**src/verilog/eth_tx_pkg.sv**
```systemverilog
/*
 * Shared definitions for the MII transmit framer.
 * Holds the sequencer state encoding, the tag carried with each nibble
 * from the sequencer to the CRC stage, and the Ethernet framing constants.
 * Other files refer to these by scoped name.
 */

package eth_tx_pkg;

    // ========================================================================
    // encodings
    // ========================================================================

    // transmit sequencer states
    typedef enum logic [2:0] {
        IDLE,
        PREA,
        SFD,
        TX_LO,
        TX_HI,
        FCS,
        GAP
    } tx_state_e;

    // what the nibble on the sequencer to CRC link is
    typedef enum logic [1:0] {
        KIND_NONE,
        KIND_PREAMBLE,
        KIND_DATA,
        KIND_FCS
    } nibble_kind_e;

    // ========================================================================
    // framing constants
    // ========================================================================

    localparam logic [3:0]  PREAMBLE_NIBBLE    = 4'h5;
    localparam logic [3:0]  SFD_NIBBLE         = 4'hD;
    localparam int          PREAMBLE_COUNT     = 15;
    localparam int          FCS_NIBBLES        = 8;
    localparam int          IFG_CYCLES         = 24;

    // IEEE 802.3 CRC-32, bit reversed for lsb-first shifting
    localparam logic [31:0] CRC_POLY_REFLECTED = 32'hEDB8_8320;
    localparam logic [31:0] CRC_INIT           = 32'hFFFF_FFFF;

endpackage

```
**src/verilog/eth_tx_sequencer.sv**
```systemverilog
/*
 * Transmit sequencer, the middle stage of the framer.
 * A start strobe latches the frame length, then the FSM walks through
 * preamble, SFD, the data bytes (low nibble first), eight FCS slots and
 * the inter-frame gap. Each cycle it hands one tagged nibble to the CRC
 * stage. FCS slots are only marked here, their value comes from the CRC.
 */

module eth_tx_sequencer
#(
    parameter int ADDR_W = 11
)
(
    input  logic                     mtx_clk_i,
    input  logic                     reset_i,

    // frame start from the host
    input  logic                     start_i,
    input  logic [ADDR_W:0]          len_i,

    // buffer read port
    output logic [ADDR_W-1:0]        rd_addr_o,
    input  logic [7:0]               rd_data_i,

    // tagged nibble to the CRC stage
    output logic [3:0]               nib_o,
    output eth_tx_pkg::nibble_kind_e kind_o,

    output logic                     busy_o
);

    // the count register also times the gap, so it needs at least 5 bits
    localparam int CNT_W = (ADDR_W + 1 > 8) ? ADDR_W + 1 : 8;

    eth_tx_pkg::tx_state_e state_r;
    logic [CNT_W-1:0]      count_r;
    logic [ADDR_W:0]       len_r;
    logic [ADDR_W-1:0]     rd_addr_r;
    logic [CNT_W-1:0]      last_byte;

    assign last_byte = CNT_W'(len_r) - 1'b1;

    // length is only looked at while a frame is in flight
    always_ff @(posedge mtx_clk_i)
    begin
        if (state_r == eth_tx_pkg::IDLE && start_i)
        begin
            len_r <= len_i;
        end
    end

    // ========================================================================
    // state machine
    // ========================================================================

    always_ff @(posedge mtx_clk_i)
    begin
        if (reset_i)
        begin
            state_r   <= eth_tx_pkg::IDLE;
            count_r   <= '0;
            rd_addr_r <= '0;
        end
        else
        begin
            case (state_r)
                eth_tx_pkg::IDLE:
                begin
                    count_r <= '0;
                    if (start_i)
                    begin
                        state_r   <= eth_tx_pkg::PREA;
                        // byte 0 is fetched while the preamble goes out
                        rd_addr_r <= '0;
                    end
                end

                eth_tx_pkg::PREA:
                begin
                    if (count_r == CNT_W'(eth_tx_pkg::PREAMBLE_COUNT - 1))
                    begin
                        state_r <= eth_tx_pkg::SFD;
                        count_r <= '0;
                    end
                    else
                    begin
                        count_r <= count_r + 1'b1;
                    end
                end

                eth_tx_pkg::SFD:
                begin
                    state_r <= eth_tx_pkg::TX_LO;
                end

                // step the address here: the registered read then lands
                // on the next byte exactly when TX_HI hands over to TX_LO
                eth_tx_pkg::TX_LO:
                begin
                    state_r   <= eth_tx_pkg::TX_HI;
                    rd_addr_r <= rd_addr_r + 1'b1;
                end

                eth_tx_pkg::TX_HI:
                begin
                    if (count_r == last_byte)
                    begin
                        state_r <= eth_tx_pkg::FCS;
                        count_r <= '0;
                    end
                    else
                    begin
                        state_r <= eth_tx_pkg::TX_LO;
                        count_r <= count_r + 1'b1;
                    end
                end

                eth_tx_pkg::FCS:
                begin
                    if (count_r == CNT_W'(eth_tx_pkg::FCS_NIBBLES - 1))
                    begin
                        state_r <= eth_tx_pkg::GAP;
                        count_r <= '0;
                    end
                    else
                    begin
                        count_r <= count_r + 1'b1;
                    end
                end

                eth_tx_pkg::GAP:
                begin
                    if (count_r == CNT_W'(eth_tx_pkg::IFG_CYCLES - 1))
                    begin
                        state_r <= eth_tx_pkg::IDLE;
                        count_r <= '0;
                    end
                    else
                    begin
                        count_r <= count_r + 1'b1;
                    end
                end

                default:
                begin
                    state_r <= eth_tx_pkg::IDLE;
                    count_r <= '0;
                end
            endcase
        end
    end

    // ========================================================================
    // nibble and tag for the CRC stage
    // ========================================================================

    always_comb
    begin
        nib_o  = 4'h0;
        kind_o = eth_tx_pkg::KIND_NONE;
        case (state_r)
            eth_tx_pkg::PREA:
            begin
                nib_o  = eth_tx_pkg::PREAMBLE_NIBBLE;
                kind_o = eth_tx_pkg::KIND_PREAMBLE;
            end
            // SFD shares the preamble tag, the CRC stays in reset through it
            eth_tx_pkg::SFD:
            begin
                nib_o  = eth_tx_pkg::SFD_NIBBLE;
                kind_o = eth_tx_pkg::KIND_PREAMBLE;
            end
            eth_tx_pkg::TX_LO:
            begin
                nib_o  = rd_data_i[3:0];
                kind_o = eth_tx_pkg::KIND_DATA;
            end
            eth_tx_pkg::TX_HI:
            begin
                nib_o  = rd_data_i[7:4];
                kind_o = eth_tx_pkg::KIND_DATA;
            end
            eth_tx_pkg::FCS:
            begin
                kind_o = eth_tx_pkg::KIND_FCS;
            end
            default:
            begin
                kind_o = eth_tx_pkg::KIND_NONE;
            end
        endcase
    end

    assign rd_addr_o = rd_addr_r;
    assign busy_o    = (state_r != eth_tx_pkg::IDLE);

endmodule

```
**config.mk**
```make
export PLATFORM = sky130hd
export DESIGN_NAME = eth_tx_sequencer
export DESIGN_NICKNAME = d
export VERILOG_FILES = /design/src/verilog/eth_tx_pkg.sv /design/src/verilog/eth_tx_sequencer.sv
export SDC_FILE = /design/constraint.sdc
export NUM_CORES = 1
export LEC_CHECK = 0
export ABC_AREA = 1
export BUFFER_PORTS_ARGS = -buffer_cell sky130_fd_sc_hd__buf_2
export CAP_MARGIN = 40
export CORE_UTILIZATION = 40
export DETAILED_ROUTE_END_ITERATION = 10
export MAX_ROUTING_LAYER = met4
export PLACE_DENSITY = 0.65
export SLEW_MARGIN = 25
export SYNTH_ARGS = -nofsm -noshare
export SYNTH_HDL_FRONTEND = slang
export SYNTH_SLANG_ARGS = --single-unit
```
**constraint.sdc**
```tcl
create_clock -name mtx_clk_i -period 2.1 [get_ports mtx_clk_i]
set_clock_uncertainty 0.15 [all_clocks]
set_input_delay 0.21 -clock mtx_clk_i [delete_from_list [all_inputs] [get_ports mtx_clk_i]]
set_output_delay 0.21 -clock mtx_clk_i [all_outputs]
set_load 0.005 [all_outputs]
```
# [Word level (Yosys, flattened, before mapping)]
# Cells that the tools add are included.
[word_totals] reg_bits=38 out_inout_bits=18 elab_cells=45
[op_classes] n_addsub=3 eq_ne=14 mux=15 n_reduce_logical=9
[ops] operator="one-hot mux 12 bit (5 select lines)" count=1
[ops] operator="2-to-1 mux 12 bit" count=4
[ops] operator="one-hot mux 11 bit (2 select lines)" count=1
[ops] operator="one-hot mux 3 bit (7 select lines)" count=1
[ops] operator="one-hot mux 4 bit (4 select lines)" count=1
[ops] operator="2-to-1 mux 3 bit" count=5
[ops] operator="adder 12 x 1 -> 12 bit (second input constant)" count=1
[ops] operator="equality test 12 bit" count=1
[ops] operator="equality test 12 x 3 -> 1 bit (second input constant)" count=1
[ops] operator="equality test 12 x 4 -> 1 bit (second input constant)" count=1
[ops] operator="equality test 12 x 5 -> 1 bit (second input constant)" count=1
[ops] operator="subtractor 12 x 1 -> 12 bit (second input constant)" count=1
[ops] operator="adder 11 x 1 -> 11 bit (second input constant)" count=1
[ops] operator="2-to-1 mux 11 bit" count=1
[ops] operator="equality test 3 bit (second input constant)" count=3
[ops] operator="!= test 2 bit (second input constant)" count=4
[ops] operator="equality test 3 x 2 -> 1 bit (second input constant)" count=2
[ops] operator="one-hot mux 2 bit (3 select lines)" count=1
[ops] operator="OR reduction 2 bit" count=3
[ops] operator="AND reduction 4 bit" count=1
[ops] operator="equality test 3 x 1 -> 1 bit (second input constant)" count=1
[ops] operator="zero test 3 bit" count=1
[ops] operator="nonzero test 3 bit" count=1
[ops] operator="AND reduction 2 bit" count=1
[ops] operator="2 further kinds" count=2

# [Logic depth before layout (Yosys ltp)]
# Gate-level depths: netlist of the first run.
[logic_depth] word_depth=4 mapped_depth=16

# [Least setup slack after synthesis of the first run]
# Ideal clock, no wire load.
[synth_path] kind="reg2reg" start="register state_r[0]" end="register rd_addr_r[3] (netlist: rd_addr_o[3])" setup_ns=0.142 arrival_ns=1.705 required_ns=1.808 setup_slack_ns=0.104 stages_incl_launch_ff=9 period_less_slack_ns=1.996 cell_sequence="dfxtp_1 inv_1 nand3_1 nor2_1 inv_1 nand2_1 inv_1 nand2_1 a221oi_1"
[synth_via] elab_chain_cells=3
[synth_lines] item="start, declared" line_no="eth_tx_sequencer.sv:35" text="eth_tx_pkg::tx_state_e state_r;"
[synth_lines] item="start signal, assigned" line_no="eth_tx_sequencer.sv:60" text="state_r <= eth_tx_pkg::IDLE;"
[synth_lines] item="start signal, assigned" line_no="eth_tx_sequencer.sv:72" text="state_r <= eth_tx_pkg::PREA;"
[synth_lines] item="start signal, assigned" line_no="eth_tx_sequencer.sv:82" text="state_r <= eth_tx_pkg::SFD;"
[synth_lines] item="equality test 3 x 2 -> 1 bit or zero test 3 bit (tied branches)" line_no="eth_tx_sequencer.sv:66" text="case (state_r)"
[synth_lines] item="nonzero test 2 bit (no line) or != test 2 bit (tied branches)"
[synth_lines] item="AND reduction 2 bit (no line)"
[synth_lines] item="end signal, assigned" line_no="eth_tx_sequencer.sv:101" text="rd_addr_r <= rd_addr_r + 1'b1;"
[synth_lines] item="end, declared" line_no="eth_tx_sequencer.sv:38" text="logic [ADDR_W-1:0] rd_addr_r;"
# Several ways; a longest one is shown, not always the timed one.
# A chain may end at the register's enable or synchronous reset.

# [Worst setup path after layout of the first run]
[layout_path] start="register len_r[0]" end="register count_r[9]"
[layout_via] elab_chain_cells=4
[layout_lines] item="start, declared" line_no="eth_tx_sequencer.sv:37" text="logic [ADDR_W:0] len_r;"
[layout_lines] item="start signal, assigned" line_no="eth_tx_sequencer.sv:48" text="len_r <= len_i;"
[layout_lines] item="subtractor 12 x 1 -> 12 bit" line_no="eth_tx_sequencer.sv:41" text="assign last_byte = CNT_W'(len_r) - 1'b1;"
[layout_lines] item="equality test 12 bit" line_no="eth_tx_sequencer.sv:106" text="if (count_r == last_byte)"
[layout_lines] item="2-to-1 mux 12 bit" line_no="eth_tx_sequencer.sv:106"
[layout_lines] item="one-hot mux 12 bit (5 select lines)" line_no="eth_tx_sequencer.sv:66"
[layout_lines] item="end signal, assigned" line_no="eth_tx_sequencer.sv:87" text="count_r <= count_r + 1'b1;"
[layout_lines] item="end signal, assigned" line_no="eth_tx_sequencer.sv:114" text="count_r <= count_r + 1'b1;"
[layout_lines] item="end signal, assigned" line_no="eth_tx_sequencer.sv:127" text="count_r <= count_r + 1'b1;"
[layout_lines] item="end, declared" line_no="eth_tx_sequencer.sv:36" text="logic [CNT_W-1:0] count_r;"
# No other way between the ends.

==> flow_summary.ini, run 1 <==
[grt]
grt_max_degree = 14
antenna_found_initial = 0
grt_use_total_pct = 19.79
grt_first_pass_wirelength_um = 9784
grtUsageMet2_pct = 32.69
grtUsageMet3_pct = 3.034
grt_pass1_vias = 2222
busiest_layer = met2
grt.overflow.total = 0
gr-usage-met1_pct = 25.07

[drt]
dr.first_iter.drc_count = 116
routedWlPerCell_um = 11.88
totalWireLength_um = 6069
final_antenna_net_count = 0
via_count = 2521
route.detailed.drc = 0
dr.pass1.iters = 4
vias_per_cell = 4.933

[die]
coreArea_um2 = 5991
die_x_um = 81.06
fp.dieH_um = 81.06
pin_count = 41
start_util_pct = 41.73
die-area_um2 = 6570
rows = 28

[worst_setup_path]
path_cells = inv_2, ha_4, nand2_2, nor2_2, nand3_1, nand3_1, nand2_1, nor2_2, nand3_2, nand2_4, nand2_8, nand2_2, a21oi_2
cp.required_ps = 2120
worstPathArrival_ps = 2090
end_kind = register
cpPeakStageDelay_ps = 420
crit_path_max_fanout = 6
cp_slowest_cell = edfxtp_1
start_kind = register
path_class = reg -> reg

[clocking]
clk_latency_ps = 290
clock_path_buffers = 2
root_buffer = clkbuf_8
cts_tree = done
clk_pin_slew_worst_paths_ps = 80
clock_sinks = 38
htree_num_levels = 2
cts_buffers = 5

[sta]
hold_violations = 0
rsz0062_at_grt = yes
fmax_mhz = 483.8
final.setup.tns_ps = 0
maxSlewViolCount = 0
tightest_slew_ps = 332.2
hold_ws_ps = 120.5
setup_viol = 0
post-route-period-util_pct = 98.42
maxSlewHeadroom_pct = 77.77
min_period_ps = 2067

[yosys]
syn_area_um2 = 2500
synth.yosys.seq_area_share_pct = 35.24
synth.distinct_cells = 33
synth_top_family_by_area = simple AND/OR/NAND/NOR gates
synth-xor-area-share_pct = 2.452
synth_compound_area_share_pct = 13.26
yosys.area_share.simple_pct = 37.74
muxShareOfSynthArea_pct = 0
synth_nets = 391
ys_warn_count = 0
synth_seq_cells = 38
yosys.area_share.adder_pct = 2.002
syn_area_per_cell_um2 = 6.868
syn_inst = 364

[layout]
syn2layout_area_growth_pct = 27.73
diodes = 0
final_util_pct = 53.30
drive_gt1_share_pct = 28.90
fillers = 562
nets = 463
final_cell_area_um2 = 3193

[placed_design]
hpwl_um = 4290
place_congestion = 0.8872
io_buffers = 40
dpl_cell_area_um2 = 2824

[power_and_ir_drop]
combPwrFrac_pct = 30.5
power.total_mw = 1.928
power_density_nw_per_um2 = 603.9
netSwitchingPower_mw = 0.6668
irDropWorstVdd_uv = 319.5
cell_internal_pwr_mw = 1.262
swShare_pct = 34.58
sequentialPowerShare_pct = 43.9
p_leak_nw = 1.376
clockPowerShare_pct = 25.6

[outcome]
status = finished, final reports clean

[flow_run]
maxCapViolCount = 0

[worst_hold_path]
hold_path_class = in -> reg
registers in the layout, summed over array words and instances (netlist names):
signal / cells
rd_addr_o: 11
len_r: 12
count_r: 12
state_r: 3
cells in the mapped netlist:
library cell	count	area share (%)
nand2_1	102	15
inv_1	43	6.5
nand2_4	1	0.45
a221oi_1	1	0.35
nand3_1	27	5.4
nor2_4	2	0.90
nor2_8	1	0.80
nor3_1	2	0.40
nand3b_1	2	0.60
o21bai_2	1	0.45
o21ai_1	3	0.60
buf_6	2	0.90
nand4_1	5	1.3
a21oi_1	19	3.8
edfxtp_1	12	14
nor2_2	6	1.5
xor2_1	3	1.1
nand3_2	1	0.40
dfxtp_1	26	21
buf_4	2	0.60
dlygate4sd1_1	2	0.70
inv_2	3	0.45
ha_1	4	2.0
a22o_1	1	0.35
nor2_1	43	6.5
buf_2	1	0.20
or2_1	1	0.25
nand2_2	16	4.0
xnor2_1	4	1.4
a21oi_2	10	3.5
o21ai_0	14	2.8
a211oi_1	2	0.60
a221o_1	2	0.80
per-layer routing:
metal  part of all wire [%]  wire length [um]
met1                     46              2821
met2                     50              3017
met3                    2.6               157
met4                    1.2                73
met5                      0                 0
area by class of cell:
class / instances / area, um^2 / area share, %
tap: 75 / 93.84 / 2.939
timing repair buffer: 71 / 466.7 / 14.62
sequential: 38 / 888.4 / 27.82
multi-input combinational: 274 / 1493 / 46.75
inverter: 46 / 172.7 / 5.408
clock inverter: 2 / 10.01 / 0.3135
clock buffer: 5 / 68.82 / 2.155
worst paths after layout:
check | slack (ps) | startpoint | end | cells past startpoint
setup / recovery | 30 | len_r[0] | count_r[9] | 13
hold / removal | 120 | reset_i | count_r[8] | 2
setup reg to reg | 30 | len_r[0] | count_r[9] | 13
hold reg to reg | 330 | rd_addr_o[10] | rd_addr_o[10] | 1
cell families (layout without fill, tap and decap cells):
family,count (synthesis),in the layout
flops,38,38
simple gates,209,210
fa+ha+maj,4,4
compound gates,53,53
xor+xnor,7,7
buf+inv,53,124
placed cells by master (no fill, tap or decap), types with 5 or more instances in the layout:
cell	instances
a21oi_1	18
clkbuf_8	5
nand3_1	26
inv_1	39
o21ai_0	13
buf_4	18
a21oi_2	11
nand4_1	5
buf_2	40
nand2_1	101
nand2_2	13
inv_2	7
nor2_2	9
dlygate4sd3_1	12
nor2_1	38
dfxtp_1	24
edfxtp_1	12
power groups by stage:
stage | sequential [mW] | combinational, mW | clock, mW
2_1_floorplan | 0.858 | 0.342 | 0
3_3_place_gp | 0.864 | 0.478 | 0
3_5_place_dp | 0.864 | 0.482 | 0
4_1_cts | 0.847 | 0.514 | 0.501
5_1_grt | 0.852 | 0.653 | 0.544
6_report | 0.847 | 0.589 | 0.493
metrics by stage:
stage | worst slack [ps] | std cells
global placement | -91.42 | 484
CTS | 4.424 | 503
detailed placement | -126.4 | 484
finish | 33.09 | 511
floorplan | 103.6 | 364
global route | -61.00 | 511
worst max-delay path: cells and delay by family (launching register included):
kind	cells	cell delay [ps]
simple gates	10	1060
buf+inv	1	100
compound gates	1	50
flops	1	420
fa+ha+maj	1	160
what timing repair did:
action,in CTS,in global routing
hold buffers,12,0
buffers inserted,0,7
resized for setup,4,27
cloned,0,1
pin swaps,0,7
endpoints found under the setup margin,12,15
hold endpoints to repair,12,0
Note: power is estimated with default switching activity, not from simulation.
==> run 2, diff against run 1 <==
CORE_UTILIZATION = 51   (was 40)
PLACE_DENSITY = 0.79   (was 0.65)
REMOVE_ABC_BUFFERS = 1   (was not set)
==> run 2 against run 1 <==
Net effect:
- utilization is 13 points higher
- flip-flop and latch count unchanged
- sequential power is essentially flat
- non-clock buffer count fell by 9
- register-to-register slack about the same
- combinational power down 3.9%
- setup slack improved by 7.6 ps
- critical path type unchanged
==> flow_summary.ini, run 2 (synthesized netlist as in run 1, its figures left out) <==
[grt]
grtUsageMet2_pct = 38.26
antenna_found_initial = 0
grt_use_total_pct = 23.69
busiest_layer = met2
grtUsageMet3_pct = 5.139
grt_max_degree = 14
grt_first_pass_wirelength_um = 9453
gr-usage-met1_pct = 29.59
grt.overflow.total = 0
grt_pass1_vias = 2192

[die]
coreArea_um2 = 4723
pin_count = 41
start_util_pct = 52.93
die_x_um = 72.01
fp.dieH_um = 72.01
die-area_um2 = 5185
rows = 25

[sta]
maxSlewHeadroom_pct = 76.66
final.setup.tns_ps = 0
min_period_ps = 2059
fmax_mhz = 485.6
tightest_slew_ps = 349.7
post-route-period-util_pct = 98.06
maxSlewViolCount = 0
rsz0062_at_grt = yes
hold_violations = 0
setup_viol = 0

[worst_setup_path]
path_cells = buf_4, nor2_2, nand2_4, o21ai_1, nand2_1, nand2_1, nand2_1, nor2_1, nand3_2, nand2_4, nand2_8, nand2_1, a21oi_1
r2r_start = len_r[1]
crit_top_cell = nand2_1
end_kind = register
start_kind = register
r2r-end = count_r[4]
reg2reg_slack_ps = 40
r2r_cells = 13
worst-path-buf-inv = 1
cp_slowest_cell = edfxtp_1
cpPeakStageDelay_ps = 410
worstPathArrival_ps = 2090
path_class = reg -> reg
crit_path_max_fanout = 6
cp.required_ps = 2140
cp_top_family = simple AND/OR/NAND/NOR gates

[clocking]
clock_path_buffers = 2
cts_buffers = 5
clk_latency_ps = 290
root_buffer = clkbuf_8
clock_sinks = 38
htree_num_levels = 2
clk_pin_slew_worst_paths_ps = 80
cts_tree = done

[layout]
mostFrequentLayoutCells = nand2_1, nor2_1, buf_2, inv_1, nand3_1
syn2layout_area_growth_pct = 26.13
drive_gt1_share_pct = 26.40
nets = 454
final-instance-count-excl-fill = 495
fillers = 395
final_common_cell = nand2_1
final_util_pct = 66.76
diodes = 0

[worst_hold_path]
hold_path_class = in -> reg
holdPathEnd = count_r[0]
holdCritStartpoint = reset_i
hold_depth = 2

[drt]
dr.first_iter.drc_count = 237
final_antenna_net_count = 0
dr.pass1.iters = 5
vias_per_cell = 5.160
via_count = 2554
route.detailed.drc = 0
routedWlPerCell_um = 11.78
totalWireLength_um = 5832

[placed_design]
hpwl_um = 4149
io_buffers = 40
place_congestion = 0.8758
dp.cells = 474

[outcome]
status = finished, final reports clean

[power_and_ir_drop]
p_leak_nw = 1.377
power.total_mw = 2.149
irDropWorstVdd_uv = 441.7
power_density_nw_per_um2 = 681.7

[flow_run]
maxCapViolCount = 0
-- run 2: changes by cell type in the layout (fill, tap and decap cells not counted), moves of 2 or more --
cell,delta
clkinv_2,-2
nand2_4,+2
nor2_1,+2
buf_4,-8
-- run 2: cell type report --
cell class | instances | area [um^2] | share of cell area, %
well taps | 67 | 83.83 | 2.659
clock inverters | 1 | 30.03 | 0.9524
multi-input cells | 274 | 1478 | 46.87
clock buffers | 7 | 107.6 | 3.413
repair buffers | 62 | 395.4 | 12.54
inverters | 46 | 172.7 | 5.476
flip-flops and latches | 38 | 885.9 | 28.10
-- run 2: worst max-delay path by stage --
| stage | start | to | slack [ps] | cells past startpoint |
|---|---|---|---|---|
| global route | len_r[1] | count_r[6] | -90 | 15 |
| floorplan | len_r[0] | count_r[4] | 110 | 13 |
| finish | len_r[1] | count_r[4] | 40 | 13 |
| detailed placement | len_r[1] | count_r[0] | -110 | 13 |
| CTS | len_r[1] | count_r[4] | 5 | 13 |
| global placement | len_r[1] | count_r[0] | -70 | 13 |
-- run 2: stage by stage --
step / area [um^2] / setup slack, ps / hold WS, ps
6_report: 3153 / 40.72 / 70.00
5_1_grt: 3153 / -89.60 / 74.26
4_1_cts: 3080 / 5.283 / 71.28
3_5_place_dp: 2799 / -107.0 / 238.1
3_3_place_gp: 2799 / -69.49 / 236.6
2_1_floorplan: 2440 / 106.6 / 122.4
-- run 2: what timing repair did --
action	CTS	global route
setup buffers	0	0
setup endpoints to repair	12	20
hold endpoints to repair	12	0
cloned	0	1
hold buffers	12	0
pin swaps	0	5
gates resized for setup	5	20
-- run 2: layer usage --
| metal | wire length, um | part of all wire (%) | up-vias |
|---|---|---|---|
| met1 | 2712 | 47 | 1154 |
| met2 | 2720 | 47 | 85 |
| li1 | - | - | 1299 |
| met3 | 319 | 5.5 | 16 |
| met4 | 80 | 1.4 | 0 |
| met5 | 0 | 0 | - |
-- run 2: power breakdown --
group | internal [mW] | switching (mW) | total [mW]
Sequential | 0.809 | 0.0404 | 0.850
Clock | 0.459 | 0.275 | 0.734
Combinational | 0.210 | 0.356 | 0.566
Total | 1.48 | 0.671 | 2.15
==> run 3, diff against run 2 <==
CTS_CLUSTER_DIAMETER = 200   (was not set)
PLACE_DENSITY = 0.74   (was 0.79)
==> run 3 against run 2 <==
Net effect:
- highest routed layer unchanged
- total power shrank 2.9%
- sequential power is essentially flat
- largest cell class unchanged
- via count shrank 2.2%
==> flow_summary.ini, run 3 (synthesized netlist as in run 1, its figures left out) <==
[layout]
mostFrequentLayoutCells = nand2_1, buf_2, inv_1, nor2_1, nand3_1
diodes = 0
syn2layout_area_growth_pct = 25.78
drive_gt1_share_pct = 27.27
final_util_pct = 66.57
final_common_cell = nand2_1
nets = 455
fillers = 405
final_cell_area_um2 = 3144

[drt]
route.detailed.drc = 0
final_antenna_net_count = 0
vias_per_cell = 5.038
totalWireLength_um = 6099
via_count = 2499
dr.first_iter.drc_count = 254
routedWlPerCell_um = 12.30
dr.pass1.iters = 5

[grt]
grt_first_pass_wirelength_um = 10030
grt_use_total_pct = 25.00
grt.overflow.total = 0
antenna_found_initial = 0
grt_max_degree = 14
grt_pass1_vias = 2334

[worst_setup_path]
worst-path-buf-inv = 2
cp-startpoint = len_r[0]
crit_path_max_fanout = 6
reg2reg_slack_ps = 10
path_cells = inv_2, buf_4, nand2_2, o21ai_1, nand2_1, nand2_1, nand2_1, nor2_2, nand3_2, nand2_4, nand2_4, nand2_2, a21oi_2
path_class = reg -> reg
cp.required_ps = 2130
cp_slowest_cell = edfxtp_1
worstPathArrival_ps = 2120
r2r_start = len_r[0]
end_kind = register
cp_top_family = simple AND/OR/NAND/NOR gates
start_kind = register
crit_top_cell = nand2_1
cpPeakStageDelay_ps = 420

[power_and_ir_drop]
power_density_nw_per_um2 = 664.0
p_leak_nw = 1.365
irDropWorstVdd_uv = 354.5

[clocking]
htree_num_levels = 2
cts_tree = done
root_buffer = clkbuf_8
clk_pin_slew_worst_paths_ps = 80
clk_latency_ps = 290
cts_buffers = 5
clock_sinks = 38
clock_path_buffers = 2

[sta]
rsz0062_at_grt = yes
maxSlewHeadroom_pct = 77.81
hold_violations = 0
final.setup.tns_ps = 0
tightest_slew_ps = 332.5
fmax_mhz = 478.9
post-route-period-util_pct = 99.43
min_period_ps = 2088
maxSlewViolCount = 0
setup_viol = 0

[outcome]
status = finished, final reports clean

[placed_design]
hpwl_um = 4325
dpl_cell_area_um2 = 2799
place_congestion = 0.8606
io_buffers = 40

[die]
coreArea_um2 = 4723
rows = 25
start_util_pct = 52.93
pin_count = 41
fp.dieH_um = 72.01
die_x_um = 72.01
die-area_um2 = 5185

[worst_hold_path]
holdCritStartpoint = reset_i
hold_path_class = in -> reg

[flow_run]
maxCapViolCount = 0
run 3: final cells by class:
cell class,count,area (um^2),share of cell area (%)
sequential,38,885.9,28.17
multi-input combinational,274,1466,46.64
tap,67,83.83,2.666
inverter,46,172.7,5.491
timing repair buffer,63,402.9,12.81
clock buffer,8,132.6,4.218
run 3: final timing paths:
kind / end / cells after the start
worst min register to register: rd_addr_o[10] / 1
worst min-delay path: count_r[0] / 2
worst max register to register: count_r[9] / 13
worst max-delay path: count_r[9] / 13
run 3: power by group:
group	leakage [nW]	total (mW)	switching, mW	internal, mW
clock network	0.0678	0.686	0.275	0.411
logic	0.972	0.551	0.349	0.202
registers	0.325	0.851	0.0412	0.809
total	1.37	2.09	0.665	1.42
run 3: per-layer routing:
| layer | vias up | global-route usage, % | share of wire, % |
|---|---|---|---|
| met1 | 1128 | 32.17 | 46 |
| met3 | 8 | 4.306 | 4.7 |
| met4 | 0 | 6.972 | 1.0 |
| met5 | - | - | 0 |
| met2 | 65 | 40.67 | 48 |
| li1 | 1298 | - | - |
run 3: repair_timing:
action | CTS | global route
pin swaps | 0 | 6
endpoints found under the hold margin | 12 | 0
setup buffers | 0 | 1
setup endpoints to repair | 12 | 15
hold buffers | 12 | 0
gates resized for setup | 7 | 17
gates cloned | 0 | 1
run 3: metrics by stage:
| stage | hold slack, ps | setup WS [ps] | power, mW | cells |
|---|---|---|---|---|
| after floorplan | 122.4 | 106.6 | 1.173 | 357 |
| after global placement | 236.6 | -131.6 | 1.336 | 474 |
| after detailed placement | 238.1 | -168.6 | 1.342 | 474 |
| after CTS | 89.29 | 14.15 | 2.061 | 494 |
| after global routing | 99.93 | -68.23 | 2.207 | 496 |
| final | 103.9 | 11.88 | 2.088 | 496 |
