==> src/verilog/eth_tx_pkg.sv <==
/*
 * Shared definitions for the MII transmit framer.
 * Holds the sequencer state encoding, the tag carried with each nibble
 * from the sequencer to the CRC stage, and the Ethernet framing constants.
 * Other files refer to these by scoped name.
 */

package eth_tx_pkg;

    // ========================================================================
    // encodings
    // ========================================================================

    // transmit sequencer states
    typedef enum logic [2:0] {
        IDLE,
        PREA,
        SFD,
        TX_LO,
        TX_HI,
        FCS,
        GAP
    } tx_state_e;

    // what the nibble on the sequencer to CRC link is
    typedef enum logic [1:0] {
        KIND_NONE,
        KIND_PREAMBLE,
        KIND_DATA,
        KIND_FCS
    } nibble_kind_e;

    // ========================================================================
    // framing constants
    // ========================================================================

    localparam logic [3:0]  PREAMBLE_NIBBLE    = 4'h5;
    localparam logic [3:0]  SFD_NIBBLE         = 4'hD;
    localparam int          PREAMBLE_COUNT     = 15;
    localparam int          FCS_NIBBLES        = 8;
    localparam int          IFG_CYCLES         = 24;

    // IEEE 802.3 CRC-32, bit reversed for lsb-first shifting
    localparam logic [31:0] CRC_POLY_REFLECTED = 32'hEDB8_8320;
    localparam logic [31:0] CRC_INIT           = 32'hFFFF_FFFF;

endpackage

==> src/verilog/eth_tx_crc.sv <==
/*
 * CRC and output stage, last of the three pipeline stages.
 * Runs a reflected CRC-32 over the DATA nibbles, restarts it on any
 * preamble nibble and, in the FCS slots, drives the complemented CRC
 * out four bits at a time. mtxd_o and mtxdv_o are registered here,
 * one cycle behind the sequencer.
 */

module eth_tx_crc
(
    input  logic                     mtx_clk_i,
    input  logic                     reset_i,

    // tagged nibble from the sequencer
    input  logic [3:0]               nib_i,
    input  eth_tx_pkg::nibble_kind_e kind_i,

    // MII transmit side
    output logic [3:0]               mtxd_o,
    output logic                     mtxdv_o
);

    logic [31:0] crc_r;

    // four steps of the lsb-first shift register, bit 0 of the nibble first
    function automatic logic [31:0] crc_nibble(input logic [31:0] crc,
                                               input logic [3:0]  d);
        logic [31:0] c;
        logic        fb;
        c = crc;
        for (int i = 0; i < 4; i++)
        begin
            fb = c[0] ^ d[i];
            c  = c >> 1;
            if (fb)
            begin
                c = c ^ eth_tx_pkg::CRC_POLY_REFLECTED;
            end
        end
        return c;
    endfunction

    // ========================================================================
    // running CRC
    // ========================================================================

    always_ff @(posedge mtx_clk_i)
    begin
        case (kind_i)
            eth_tx_pkg::KIND_PREAMBLE: crc_r <= eth_tx_pkg::CRC_INIT;
            eth_tx_pkg::KIND_DATA:     crc_r <= crc_nibble(crc_r, nib_i);
            // low nibble has just gone out, bring the next one down
            eth_tx_pkg::KIND_FCS:      crc_r <= crc_r >> 4;
            default:                   crc_r <= crc_r;
        endcase
    end

    // ========================================================================
    // MII output registers
    // ========================================================================

    always_ff @(posedge mtx_clk_i)
    begin
        if (reset_i)
        begin
            mtxd_o  <= 4'h0;
            mtxdv_o <= 1'b0;
        end
        else
        begin
            mtxdv_o <= (kind_i != eth_tx_pkg::KIND_NONE);
            case (kind_i)
                eth_tx_pkg::KIND_FCS:  mtxd_o <= ~crc_r[3:0];
                eth_tx_pkg::KIND_NONE: mtxd_o <= 4'h0;
                default:               mtxd_o <= nib_i;
            endcase
        end
    end

endmodule

==> config.mk <==
export PLATFORM = sky130hd
export DESIGN_NAME = eth_tx_crc
export DESIGN_NICKNAME = d
export VERILOG_FILES = /design/src/verilog/eth_tx_pkg.sv /design/src/verilog/eth_tx_crc.sv
export SDC_FILE = /design/constraint.sdc
export NUM_CORES = 1
export LEC_CHECK = 0
export BUFFER_PORTS_ARGS = -buffer_cell sky130_fd_sc_hd__clkbuf_2
export CORE_MARGIN = 10
export CORE_UTILIZATION = 60
export CTS_CLUSTER_DIAMETER = 80
export CTS_CLUSTER_SIZE = 30
export DETAILED_ROUTE_END_ITERATION = 10
export PLACE_DENSITY = 0.85
export SLEW_MARGIN = 10
export SYNTH_ARGS = -nofsm -noshare
export SYNTH_HDL_FRONTEND = slang
export SYNTH_SLANG_ARGS = --single-unit
==> constraint.sdc <==
create_clock -name mtx_clk_i -period 3.1 [get_ports mtx_clk_i]
set_input_delay 0.62 -clock mtx_clk_i [delete_from_list [all_inputs] [get_ports mtx_clk_i]]
set_output_delay 0.62 -clock mtx_clk_i [all_outputs]
set_load 0.005 [all_outputs]
== Word-level counts from Yosys, hierarchy flattened ==
Cells that the tools add are included.
W data, S select, Z words.

* Register bits: 37
* Latch bits: 0
* Bits in writable memories: 0
* Bits in read-only memories: 0
* Bits of input ports: 8
* Output and inout bits: 5
* Logic and storage cells: 27
* Memories: 0

* Add/subtract/negate cells: 0
* Multiply operators: 0
* Divide/modulo/power cells: 0
* Order comparisons: 0
* Equal/unequal tests: 3
* Shifts and indexed selects: 0
* Muxes and demuxes: 9
* Bitwise logic cells: 9
* Reductions and logical operators: 3

{| class="wikitable"
|+ Operators by type and width
! kind !! number
|-
| $mux W32 || 7
|-
| $pmux W32 S3 || 1
|-
| $not A13 Y14 || 4
|-
| $pmux W4 S2 || 1
|-
| $eq A2 B2 Y1 const B || 2
|-
| $not A4 Y4 || 1
|-
| $xor A1 B1 Y1 || 4
|-
| $reduce_bool A3 Y1 || 1
|-
| $eq A2 B1 Y1 const B || 1
|-
| $logic_not A2 Y1 || 1
|-
| $reduce_bool A2 Y1 || 1
|}

== Depth between registers and ports, before layout ==
Gate-level depths: netlist of the first run.

* Depth after elaboration: 12
* Depth in mapped cells: 8
* Depth with buffers taken out: 6

== Worst setup path before layout of the first run ==
No wires, ideal clock.

* Kind: input port to flip-flop
* Start: in kind_i[0]
* End: reg crc_r[20], data pin
* Setup time: 0.157 ns
* Data arrival time: 1.829 ns
* Data required time: 2.943 ns
* Setup slack: 1.114 ns
* Stages on the path: 8
* Buffers on the path: 2
* Path through: inv_1 ha_1 clkbuf_1 inv_1 nand2_1 clkbuf_1 nor2_1 nor3_1

* Longest elaborated chain between the ends: 2
* Elaborated cells between the ends (all ways): 4
* Those cells by class: eq/ne: 3; mux: 1

{| class="wikitable"
|+ RTL lines
! item !! RTL line !! RTL
|-
| from (decl) || eth_tx_crc.sv:16 || <nowiki>input eth_tx_pkg::nibble_kind_e kind_i,</nowiki>
|-
| $eq A2 B2 Y1 / $eq A2 B1 Y1 (equally long branches) || eth_tx_crc.sv:49 || <nowiki>case (kind_i)</nowiki>
|-
| $pmux W32 S3 * || eth_tx_crc.sv:49 ||
|-
| to (signal assigned) || eth_tx_crc.sv:50 || <nowiki>eth_tx_pkg::KIND_PREAMBLE: crc_r <= eth_tx_pkg::CRC_INIT;</nowiki>
|-
| to (signal assigned) || eth_tx_crc.sv:51 || <nowiki>eth_tx_pkg::KIND_DATA: crc_r <= crc_nibble(crc_r, nib_i);</nowiki>
|-
| to (signal assigned) || eth_tx_crc.sv:53 || <nowiki>eth_tx_pkg::KIND_FCS: crc_r <= crc_r >> 4;</nowiki>
|-
| to (decl) || eth_tx_crc.sv:23 || <nowiki>logic [31:0] crc_r;</nowiki>
|}

Mark *: on every way between the ends. The rest lies on a longest branch, timed or not.
A chain may end at the register's enable or synchronous reset.

== Worst setup path after layout of the first run ==
* Start: reg crc_r[2]
* End: reg crc_r[22], data pin

* Longest elaborated chain between the ends: 9

{| class="wikitable"
|+ RTL lines
! item !! RTL line !! RTL
|-
| $mux W32 || eth_tx_crc.sv:35 || <nowiki>if (fb)</nowiki>
|-
| $mux W32 || eth_tx_crc.sv:49 ||
|-
| $mux W32 || eth_tx_crc.sv:35 ||
|-
| $mux W32 || eth_tx_crc.sv:49 ||
|-
| $xor A1 B1 Y1 || eth_tx_crc.sv:33 || <nowiki>fb = c[0] ^ d[i];</nowiki>
|-
| $mux W32 || eth_tx_crc.sv:35 ||
|-
| $mux W32 || eth_tx_crc.sv:49 ||
|-
| $mux W32 || eth_tx_crc.sv:35 ||
|-
| $pmux W32 S3 || eth_tx_crc.sv:49 ||
|}

No other way between the ends. The select of a mux whose other input is x is not followed.

==> results.ini, run 1 <==
[clock_network]
htree_levels = 2
cts_inserted_buffers = 5
clock_latency_at_the_later_pin_of_the_worst_skew_pair_ps = 340
clock_path_buffers = 2
number_of_buffers_inserted_by_post_cts_setup_repair = 0
cts.reportedPaths.clkPinSlew_ps = 120
postCtsResizedCells = 0
hold_buffer_count_at_cts = 0
cts.sinks = 37
ctsRootBufferMaster = sky130_fd_sc_hd__clkbuf_4
tritoncts = built

[layout]
final.fill_count = 239
insertedDiodeCount = 0
layout-drive-gt1-share = 0.190
layout.nets = 199
register_area_mm2 = 0.00106
layout_area_overhead_pct = 10.6
multiInputGateArea_um2 = 917
layout.core_utilization = 0.681

[route]
remaining_drc_errors = 0
drt.antenna.violating_nets = 0
routed_wirelength_um = 3810
wire_per_inst_um = 16.2
drtPass1Iterations = 4
routed-via-count = 1342
drt-initial-drc-count = 154
detail_route.vias_per_cell = 5.71

[global_route]
first_global_vias = 1413
grtUsageTotal = 0.136
grt_start_max_net_pins = 33
grt_antenna_before_repair = 0
grt_overflow_total = 0
global_route_wire_length_before_repair_um = 6670

[sta]
timing_max_transition_violations_final = 0
final.setup.tns_ps = 0
max_slew_margin = 0.611
fmax_mhz = 506
fin_hold_ws_ps = 506
timing.final.crit_share = 0.637
clock-skew-final_ps = 14.7
setup-violations-final = 0
max_slew.worst_pin.slew_ps = 582
final.min_clock_period_ps = 1970
timing.final.hold_violations = 0
grt_setup_unrepaired = false

[outcome]
outcome = completed

[pwr]
worst_ir_drop_on_vdd_mv = 0.310
cellPowerDensity_mw_per_mm2 = 535
post-layout-total-power_uw = 1200
leakage_power_uw = 0.000863

[worst_setup_path]
crit-reg2reg-launch = crc_r[2]$_DFFE_PP_
crit_buf_inv = 0
worstRegToRegCells = 4
critical_path.startpoint = crc_r[2]$_DFFE_PP_
timing.critical_path.required_ps = 3190
cp_slowest_cell = sky130_fd_sc_hd__edfxtp_1
setup.reg_to_reg.worst_slack_ps = 1130
end_of_the_critical_path = crc_r[22]$_DFFE_PP_
cp-end-kind = flop
critical_path.reg2reg.endpoint = crc_r[22]$_DFFE_PP_
setup.worst_path.start_class = flop
critical_path.max_stage_delay_ps = 460
cp_num_cells = 4
path_max_fanout = 8
critical-path-top-delay-family = XOR/XNOR gates
cp_cell_sequence = xnor2_2 -> xor2_1 -> mux2i_1 -> a21oi_1
data_arrival_critical_path_ps = 2060
class_of_the_most_critical_setup_path = flop to flop

[die]
core_area_mm2 = 0.00328
die-width_um = 78.1
floorplan.die.height_um = 78.1
die_area_mm2 = 0.00609
io_pins = 13
floorplan.rows = 21
starting_density_of_the_core = 0.616

[flow_run]
max_cap_viol_count = 0

[placement]
estimated_wirelength_of_the_detail_placed_design_um = 2690
io_buffer_count = 12
globalplace.congestion = 0.847

[synth]
synth_fp_nets = 183
netlist_instances = 172
yosys_warnings = 0
syn_area_mm2 = 0.00202
synth_seq_cells = 37
avgSynthCellArea_um2 = 11.8
yosys.cell_types.count = 24
synth_seq_area_share = 0.524

[hold_path]
holdCritPathClass = primary input to flop

worst min-delay path by stage:
stage,from,depth (start not counted),end
floorplan,crc_r[4]$_DFFE_PP_,1,crc_r[0]$_DFFE_PP_
global placement,crc_r[5]$_DFFE_PP_,1,crc_r[1]$_DFFE_PP_
detailed placement,crc_r[15]$_DFFE_PP_,1,crc_r[11]$_DFFE_PP_
CTS,reset_i,2,mtxdv_o$_SDFF_PP0_
global route,reset_i,2,mtxd_o[0]$_SDFF_PP0_
finish,reset_i,2,mtxdv_o$_SDFF_PP0_
per-layer routing:
metal  wire length (um)  global-route usage
met2               1980               0.235
met1               1540               0.152
met5                  0                   0
met3                247              0.0444
met4                 39              0.0520
cells by family (layout without fill, tap and decap cells):
kind of cell | count (synthesis) | count (layout) | synth area share
buffers and inverters | 12 | 29 | 0.0223
AO/OA/AOI/OAI | 28 | 28 | 0.0878
adder cells (fa/ha/maj) | 3 | 3 | 0.0186
multiplexers | 17 | 17 | 0.0841
AND/OR/NAND/NOR | 62 | 62 | 0.150
flip-flops | 37 | 37 | 0.524
XOR/XNOR | 13 | 13 | 0.113
area by class of cell:
cell class              instances  area share
clock inverters                 2      0.0168
repair buffers                 17      0.0436
multi-input cells             123       0.410
inverters                       4     0.00671
clock buffers                   6      0.0229
flip-flops and latches         37       0.474
well taps                      46      0.0257
synthesized netlist by cell type (all sizes together):
library cell / count / area share
edfxtp: 32 / 0.47
nor2: 30 / 0.056
a21oi: 18 / 0.045
mux2i: 17 / 0.084
nor3: 10 / 0.025
nand2b: 9 / 0.028
clkbuf: 8 / 0.015
xnor2: 7 / 0.056
o22a: 6 / 0.026
dfxtp: 5 / 0.049
a311oi: 4 / 0.017
inv: 4 / 0.0074
nor3b: 4 / 0.015
or2: 4 / 0.012
and3: 3 / 0.0093
ha: 3 / 0.019
xnor3: 3 / 0.035
xor2: 2 / 0.0087
nand2: 1 / 0.0019
nor2b: 1 / 0.0031
xor3: 1 / 0.014
flip-flops by register name, indices dropped and copies added, names as in the netlist:
register / cells
mtxdv_o: 1
mtxd_o: 4
crc_r: 32
power by group:
group	internal [uW]	total [uW]	switching, uW	leakage, uW
sequential	589	614	25.6	0.000311
combinational	109	227	118	0.000507
clock	192	356	165	0.0000445
per-stage QoR:
| step | instances | worst slack, ps | instance area, um^2 |
|---|---|---|---|
| final | 235 | 1130 | 2240 |
| after global routing | 235 | 1020 | 2240 |
| after CTS | 235 | 1100 | 2240 |
| after detailed placement | 227 | 892 | 2150 |
| after global placement | 227 | 933 | 2150 |
| after floorplan | 172 | 1110 | 2020 |
cell usage in the layout, fill, tap and decap left out, types with 2 or more instances in the layout:
cell,n
sky130_fd_sc_hd__a21oi_1,18
sky130_fd_sc_hd__a311oi_1,4
sky130_fd_sc_hd__and3_1,3
sky130_fd_sc_hd__buf_4,5
sky130_fd_sc_hd__clkbuf_2,12
sky130_fd_sc_hd__clkbuf_4,5
sky130_fd_sc_hd__dfxtp_1,5
sky130_fd_sc_hd__edfxtp_1,32
sky130_fd_sc_hd__ha_1,3
sky130_fd_sc_hd__inv_1,4
sky130_fd_sc_hd__mux2i_1,17
sky130_fd_sc_hd__nand2b_1,9
sky130_fd_sc_hd__nor2_1,30
sky130_fd_sc_hd__nor3_1,10
sky130_fd_sc_hd__nor3b_1,4
sky130_fd_sc_hd__o22a_1,6
sky130_fd_sc_hd__or2_2,4
sky130_fd_sc_hd__xnor2_1,3
sky130_fd_sc_hd__xnor2_2,2
sky130_fd_sc_hd__xnor2_4,2
sky130_fd_sc_hd__xnor3_2,2
sky130_fd_sc_hd__xor2_1,2
(Power assumes the default switching activity.)
==> inputs of run 2 (changes only) <==
--- a/config.mk
+++ b/config.mk
@@ -7,11 +7,11 @@
 export LEC_CHECK = 0
 export BUFFER_PORTS_ARGS = -buffer_cell sky130_fd_sc_hd__clkbuf_2
 export CORE_MARGIN = 10
-export CORE_UTILIZATION = 60
+export CORE_UTILIZATION = 54
 export CTS_CLUSTER_DIAMETER = 80
 export CTS_CLUSTER_SIZE = 30
 export DETAILED_ROUTE_END_ITERATION = 10
-export PLACE_DENSITY = 0.85
+export PLACE_DENSITY = 0.81
 export SLEW_MARGIN = 10
 export SYNTH_ARGS = -nofsm -noshare
 export SYNTH_HDL_FRONTEND = slang
==> constraint.sdc (replaced) <==
create_clock -name mtx_clk_i -period 1.7 [get_ports mtx_clk_i]
set_input_delay 0.34 -clock mtx_clk_i [delete_from_list [all_inputs] [get_ports mtx_clk_i]]
set_output_delay 0.34 -clock mtx_clk_i [all_outputs]
set_load 0.005 [all_outputs]
==> results.ini, run 2 (synthesized netlist as in run 1, its figures left out) <==
[layout]
layout_area_overhead_pct = 29.4  ; was 10.6%
registers.top_by_ff_count = crc_r  ; unchanged
layout.nets = 222  ; was 199
layout-drive-gt1-share = 0.363  ; was 0.190
reg_top3 = crc_r: 32 flops, mtxd_o: 4 flops, mtxdv_o: 1 flops  ; unchanged
layout_common_cells = sky130_fd_sc_hd__edfxtp_1 (32), sky130_fd_sc_hd__nor2_1 (29), sky130_fd_sc_hd__buf_4 (20)  ; was sky130_fd_sc_hd__edfxtp_1 (32), sky130_fd_sc_hd__nor2_1 (30), sky130_fd_sc_hd__a21oi_1 (18)
finish.cell_count_without_fillers = 260  ; was 235
commonest_non_fill_non_tap_cell_in_the_layout = sky130_fd_sc_hd__edfxtp_1  ; unchanged
largest_reg_flops = 32  ; unchanged
insertedDiodeCount = 0  ; unchanged

[worst_setup_path]
cp_cell_sequence = xnor2_4 -> xnor3_2 -> and3_4 -> nor3_2  ; was xnor2_2 -> xor2_1 -> mux2i_1 -> a21oi_1
crit-reg2reg-launch = crc_r[2]$_DFFE_PP_  ; unchanged
data_arrival_critical_path_ps = 1930  ; was 2060 ps
critical_path.startpoint = crc_r[2]$_DFFE_PP_  ; unchanged
critical-path-top-delay-family = XOR/XNOR gates  ; unchanged
critical_path.max_stage_delay_ps = 480  ; was 460 ps
path_max_fanout = 6  ; was 8
setup.worst_path.start_class = flop  ; unchanged
cp-end-kind = flop  ; unchanged
cp_slowest_cell = sky130_fd_sc_hd__edfxtp_1  ; unchanged
timing.critical_path.required_ps = 1820  ; was 3190 ps
crit_buf_inv = 0  ; unchanged
class_of_the_most_critical_setup_path = flop to flop  ; unchanged

[sta]
timing.final.crit_share = 1.06  ; was 0.637
fmax_mhz = 555  ; was 506 MHz
fin_hold_ws_ps = 277  ; was 506 ps
setup_ws_ps = -102  ; was 1130 ps
timing_max_transition_violations_final = 0  ; unchanged
max_slew.worst_pin.slew_ps = 345  ; was 582 ps
timing.final.hold_violations = 0  ; unchanged
setup-violations-final = 9  ; was 0
clock-skew-final_ps = 10.6  ; was 14.7 ps
max_slew_margin = 0.770  ; was 0.611
grt_setup_unrepaired = true  ; was false
final.min_clock_period_ps = 1800  ; was 1970 ps

[route]
routed_wirelength_um = 4730  ; was 3810 um
remaining_drc_errors = 0  ; unchanged
routed-via-count = 1503  ; was 1342
detail_route.vias_per_cell = 5.78  ; was 5.71
wire_per_inst_um = 18.2  ; was 16.2 um
drt-initial-drc-count = 112  ; was 154
drt.antenna.violating_nets = 0  ; unchanged
drtPass1Iterations = 4  ; unchanged

[pwr]
cellPowerDensity_mw_per_mm2 = 901  ; was 535 mW/mm^2
power.net_switching_uw = 643  ; was 309 uW
worst_ir_drop_on_vdd_mv = 0.442  ; was 0.310 mV
share_clk_of_total_power = 0.273  ; was 0.298
total_internal_power_uw = 1720  ; was 889 uW
sw_frac_of_total = 0.273  ; was 0.258
power_frac_comb = 0.248  ; was 0.190
post-layout-total-power_uw = 2360  ; was 1200 uW
seq_power_share = 0.479  ; was 0.513
leakage_power_uw = 0.00102  ; was 0.000863 uW

[outcome]
failed_checks = setup timing
outcome = finished with violations  ; was completed

[placement]
dp_cells = 243  ; was 227
globalplace.congestion = 0.813  ; was 0.847
estimated_wirelength_of_the_detail_placed_design_um = 3030  ; was 2690 um
io_buffer_count = 12  ; unchanged

[clock_network]
clock_latency_at_the_later_pin_of_the_worst_skew_pair_ps = 300  ; was 340 ps
cts_inserted_buffers = 5  ; unchanged
tritoncts = built  ; unchanged
cts.reportedPaths.clkPinSlew_ps = 80  ; was 120 ps
clock_path_buffers = 2  ; unchanged
hold_buffer_count_at_cts = 0  ; unchanged
cts.sinks = 37  ; unchanged
htree_levels = 2  ; unchanged
ctsRootBufferMaster = sky130_fd_sc_hd__clkbuf_8  ; was sky130_fd_sc_hd__clkbuf_4

[die]
floorplan.rows = 22  ; was 21
die_area_mm2 = 0.00660  ; was 0.00609 mm^2
die-width_um = 81.2  ; was 78.1 um
core_area_mm2 = 0.00363  ; was 0.00328 mm^2
floorplan.die.height_um = 81.2  ; was 78.1 um
starting_density_of_the_core = 0.557  ; was 0.616
io_pins = 13  ; unchanged

[hold_path]
hold_start = reset_i  ; unchanged
holdCritPathClass = primary input to flop  ; unchanged

[global_route]
first_global_vias = 1446  ; was 1413
grt_overflow_total = 0  ; unchanged
grt_util_met1 = 0.169  ; was 0.152
global_route.usage.met2 = 0.236  ; was 0.235
grtUsageTotal = 0.144  ; was 0.136
gr-max-usage-layer = met2  ; unchanged
grt_antenna_before_repair = 0  ; unchanged
groute.layer.met3.usage = 0.0408  ; was 0.0444
grt_start_max_net_pins = 33  ; unchanged
global_route_wire_length_before_repair_um = 7200  ; was 6670 um

[flow_run]
max_cap_viol_count = 0  ; unchanged

run 2: through the flow:
| step | utilization | setup WS [ps] | setup TNS (ps) | cell area (um^2) |
|---|---|---|---|---|
| floorplan | - | -30.7 | -30.7 | 2020 |
| global placement | 0.631 | -29.3 | -30.3 | 2290 |
| detailed placement | 0.631 | -80.7 | -467 | 2290 |
| CTS | 0.684 | -63.1 | -191 | 2480 |
| global route | 0.720 | -185 | -1710 | 2620 |
| finish | 0.720 | -102 | -517 | 2620 |
run 2: path summary, 6_finish.rpt:
| path | to | slack, ps | depth (start not counted) |
|---|---|---|---|
| setup / recovery | crc_r[20]$_DFFE_PP_ | -100 | 4 |
| hold / removal | mtxd_o[3]$_SDFF_PP0_ | 280 | 2 |
| setup reg to reg | crc_r[20]$_DFFE_PP_ | -100 | 4 |
| hold reg to reg | crc_r[10]$_DFFE_PP_ | 520 | 1 |
run 2: timing repair:
| item | CTS | global route |
|---|---|---|
| buffers inserted | 5 | 5 |
| pin swaps | 3 | 7 |
| resized for setup | 9 | 19 |
| endpoints found under the setup margin | 12 | 18 |
| hold endpoints to repair | 0 | 0 |
run 2: final cells by class:
cell class                 instances  area [um^2]
timing repair buffer              40          335
clock buffer                       8         90.1
tap                               48         60.1
multi-input combinational        123         1060
sequential                        37         1060
fill                             233         1020
inverter                           4         15.0
run 2: power groups by stage:
stage	clock, uW	sequential, uW	combinational (uW)
floorplan	0	1130	316
global placement	0	1140	458
detailed placement	0	1140	477
CTS	645	1120	523
global route	685	1140	629
finish	644	1130	586
run 2: layer usage:
| layer | vias to the layer above | share of wire |
|---|---|---|
| li1 | 701 | - |
| met1 | 724 | 0.40 |
| met2 | 58 | 0.51 |
| met3 | 20 | 0.059 |
| met4 | 0 | 0.033 |
| met5 | - | 0 |
==> inputs of run 3 (changes only) <==
--- a/config.mk
+++ b/config.mk
@@ -7,11 +7,11 @@
 export LEC_CHECK = 0
 export BUFFER_PORTS_ARGS = -buffer_cell sky130_fd_sc_hd__clkbuf_2
 export CORE_MARGIN = 10
-export CORE_UTILIZATION = 54
+export CORE_UTILIZATION = 30
 export CTS_CLUSTER_DIAMETER = 80
 export CTS_CLUSTER_SIZE = 30
 export DETAILED_ROUTE_END_ITERATION = 10
-export PLACE_DENSITY = 0.81
+export PLACE_DENSITY = 0.53
 export SLEW_MARGIN = 10
 export SYNTH_ARGS = -nofsm -noshare
 export SYNTH_HDL_FRONTEND = slang
==> constraint.sdc (replaced) <==
create_clock -name mtx_clk_i -period 1.6 [get_ports mtx_clk_i]
set_input_delay 0.32 -clock mtx_clk_i [delete_from_list [all_inputs] [get_ports mtx_clk_i]]
set_output_delay 0.32 -clock mtx_clk_i [all_outputs]
set_load 0.005 [all_outputs]
==> results.ini, run 3 (synthesized netlist as in run 1, its figures left out) <==
[global_route]
first_global_vias = 1355  ; was 1446
grtUsageTotal = 0.0891  ; was 0.144
grt_start_max_net_pins = 33  ; unchanged
grt_overflow_total = 0  ; unchanged
grt_antenna_before_repair = 0  ; unchanged
global_route_wire_length_before_repair_um = 7080  ; was 7200 um

[placement]
globalplace.congestion = 0.716  ; was 0.813
placed_cell_areas_mm2 = 0.00241  ; was 0.00229 mm^2
post-place-ws_ps = -163  ; was -80.7 ps
estimated_wirelength_of_the_detail_placed_design_um = 2960  ; was 3030 um
io_buffer_count = 12  ; unchanged

[sta]
max_slew.worst_pin.slew_ps = 516  ; was 345 ps
timing_max_transition_violations_final = 0  ; unchanged
fmax_mhz = 553  ; was 555 MHz
max_slew_margin = 0.655  ; was 0.770
final.min_clock_period_ps = 1810  ; was 1800 ps
setup-violations-final = 16  ; was 9
timing.final.crit_share = 1.13  ; was 1.06
grt_setup_unrepaired = true  ; unchanged
setup_ws_ps = -210  ; was -102 ps
clock-skew-final_ps = 2.85  ; was 10.6 ps
timing.final.hold_violations = 0  ; unchanged

[die]
starting_density_of_the_core = 0.313  ; was 0.557
die-width_um = 102  ; was 81.2 um
core_area_mm2 = 0.00646  ; was 0.00363 mm^2
floorplan.die.height_um = 102  ; was 81.2 um
floorplan.rows = 29  ; was 22
die_area_mm2 = 0.0104  ; was 0.00660 mm^2
io_pins = 13  ; unchanged

[clock_network]
clock_latency_at_the_later_pin_of_the_worst_skew_pair_ps = 280  ; was 300 ps
cts.reportedPaths.clkPinSlew_ps = 70  ; was 80 ps
cts.sinks = 37  ; unchanged
tritoncts = built  ; unchanged
ctsRootBufferMaster = sky130_fd_sc_hd__clkbuf_8  ; unchanged
hold_buffer_count_at_cts = 0  ; unchanged
clock_path_buffers = 2  ; unchanged
cts_inserted_buffers = 5  ; unchanged
htree_levels = 2  ; unchanged

[route]
drtPass1Iterations = 4  ; unchanged
routed-via-count = 1403  ; was 1503
detail_route.vias_per_cell = 4.71  ; was 5.78
met2RoutedLength_um = 2020  ; was 2400 um
remaining_drc_errors = 0  ; unchanged
routed_wirelength_um = 4540  ; was 4730 um
wire_per_inst_um = 15.2  ; was 18.2 um
highest-signal-layer = met4  ; unchanged
wl_met1_um = 2260  ; was 1900 um
drt-initial-drc-count = 67  ; was 112
met3RoutedLength_um = 160  ; was 280 um
drt.antenna.violating_nets = 0  ; unchanged

[layout]
largest_reg_flops = 32  ; unchanged
registers.top_by_ff_count = crc_r  ; unchanged
reg_top3 = crc_r: 32 flops, mtxd_o: 4 flops, mtxdv_o: 1 flops  ; unchanged
layout.cell_area.non_filler_mm2 = 0.00274  ; was 0.00262 mm^2
insertedDiodeCount = 0  ; unchanged
final.fill_count = 607  ; was 233
layout_area_overhead_pct = 35.5  ; was 29.4%
layout-drive-gt1-share = 0.403  ; was 0.363
layout_common_cells = sky130_fd_sc_hd__edfxtp_1 (32), sky130_fd_sc_hd__nor2_1 (28), sky130_fd_sc_hd__buf_4 (28)  ; was sky130_fd_sc_hd__edfxtp_1 (32), sky130_fd_sc_hd__nor2_1 (29), sky130_fd_sc_hd__buf_4 (20)
commonest_non_fill_non_tap_cell_in_the_layout = sky130_fd_sc_hd__edfxtp_1  ; unchanged
layout.nets = 231  ; was 222

[worst_setup_path]
timing.critical_path.required_ps = 1620  ; was 1820 ps
path_max_fanout = 6  ; unchanged
cp-end-kind = flop  ; unchanged
class_of_the_most_critical_setup_path = flop to flop  ; unchanged
setup.worst_path.start_class = flop  ; unchanged
data_arrival_critical_path_ps = 1830  ; was 1930 ps

[flow_run]
max_cap_viol_count = 0  ; unchanged

[hold_path]
holdCritPathClass = primary input to flop  ; unchanged

[outcome]
failed_checks = setup timing  ; unchanged
outcome = finished with violations  ; unchanged

[pwr]
cellPowerDensity_mw_per_mm2 = 957  ; was 901 mW/mm^2
worst_ir_drop_on_vdd_mv = 0.367  ; was 0.442 mV
leakage_power_uw = 0.00108  ; was 0.00102 uW

## run 3: metal layers
layer,track usage,vias to the layer above
met2,0.131,22
li1,-,712
met1,0.119,662
met5,0,-
met3,0.0229,7
met4,0.0423,0
## run 3: layout make-up
class | instances | area [um^2] | share of cell area
multi-input combinational | 123 | 1070 | 0.392
sequential | 37 | 1060 | 0.387
clock inverter | 2 | 33.8 | 0.0123
timing repair buffer | 49 | 389 | 0.142
clock buffer | 6 | 72.6 | 0.0265
tap | 77 | 96.3 | 0.0351
inverter | 4 | 15.0 | 0.00548
## run 3: power breakdown
group / switching (uW) / internal, uW / total (uW)
Combinational: 293 / 349 / 642
Clock: 327 / 460 / 788
Sequential: 52.4 / 1140 / 1190
## run 3: path summary, 6_finish.rpt
path                       startpoint                  end  slack, ps  cells past startpoint
setup / recovery   crc_r[3]$_DFFE_PP_  crc_r[27]$_DFFE_PP_       -210                      4
hold / removal                reset_i   mtxdv_o$_SDFF_PP0_        260                      2
setup reg to reg   crc_r[3]$_DFFE_PP_  crc_r[27]$_DFFE_PP_       -210                      4
hold reg to reg   crc_r[15]$_DFFE_PP_  crc_r[11]$_DFFE_PP_        500                      1
## run 3: metrics by stage
stage	total power [uW]	hold slack, ps	utilization	setup TNS [ps]	std cells
floorplan	1550	387	-	-437	172
global placement	1740	486	0.373	-1420	281
detailed placement	1740	489	0.373	-1380	281
CTS	2560	247	0.400	-1230	289
global route	2770	272	0.424	-3350	298
finish	2620	257	0.424	-1510	298
## run 3: timing repair
item                       CTS  global route
resized for setup           12            18
pin swaps                    6            12
setup endpoints to repair   18            21
buffers inserted             1             9
## run 3: critical path, cell delays in order (launching register included)
cell                       delay, ps
sky130_fd_sc_hd__edfxtp_1        480
sky130_fd_sc_hd__xnor2_4         270
sky130_fd_sc_hd__xnor3_2         560
sky130_fd_sc_hd__nor3_2          180
sky130_fd_sc_hd__a311oi_2         70
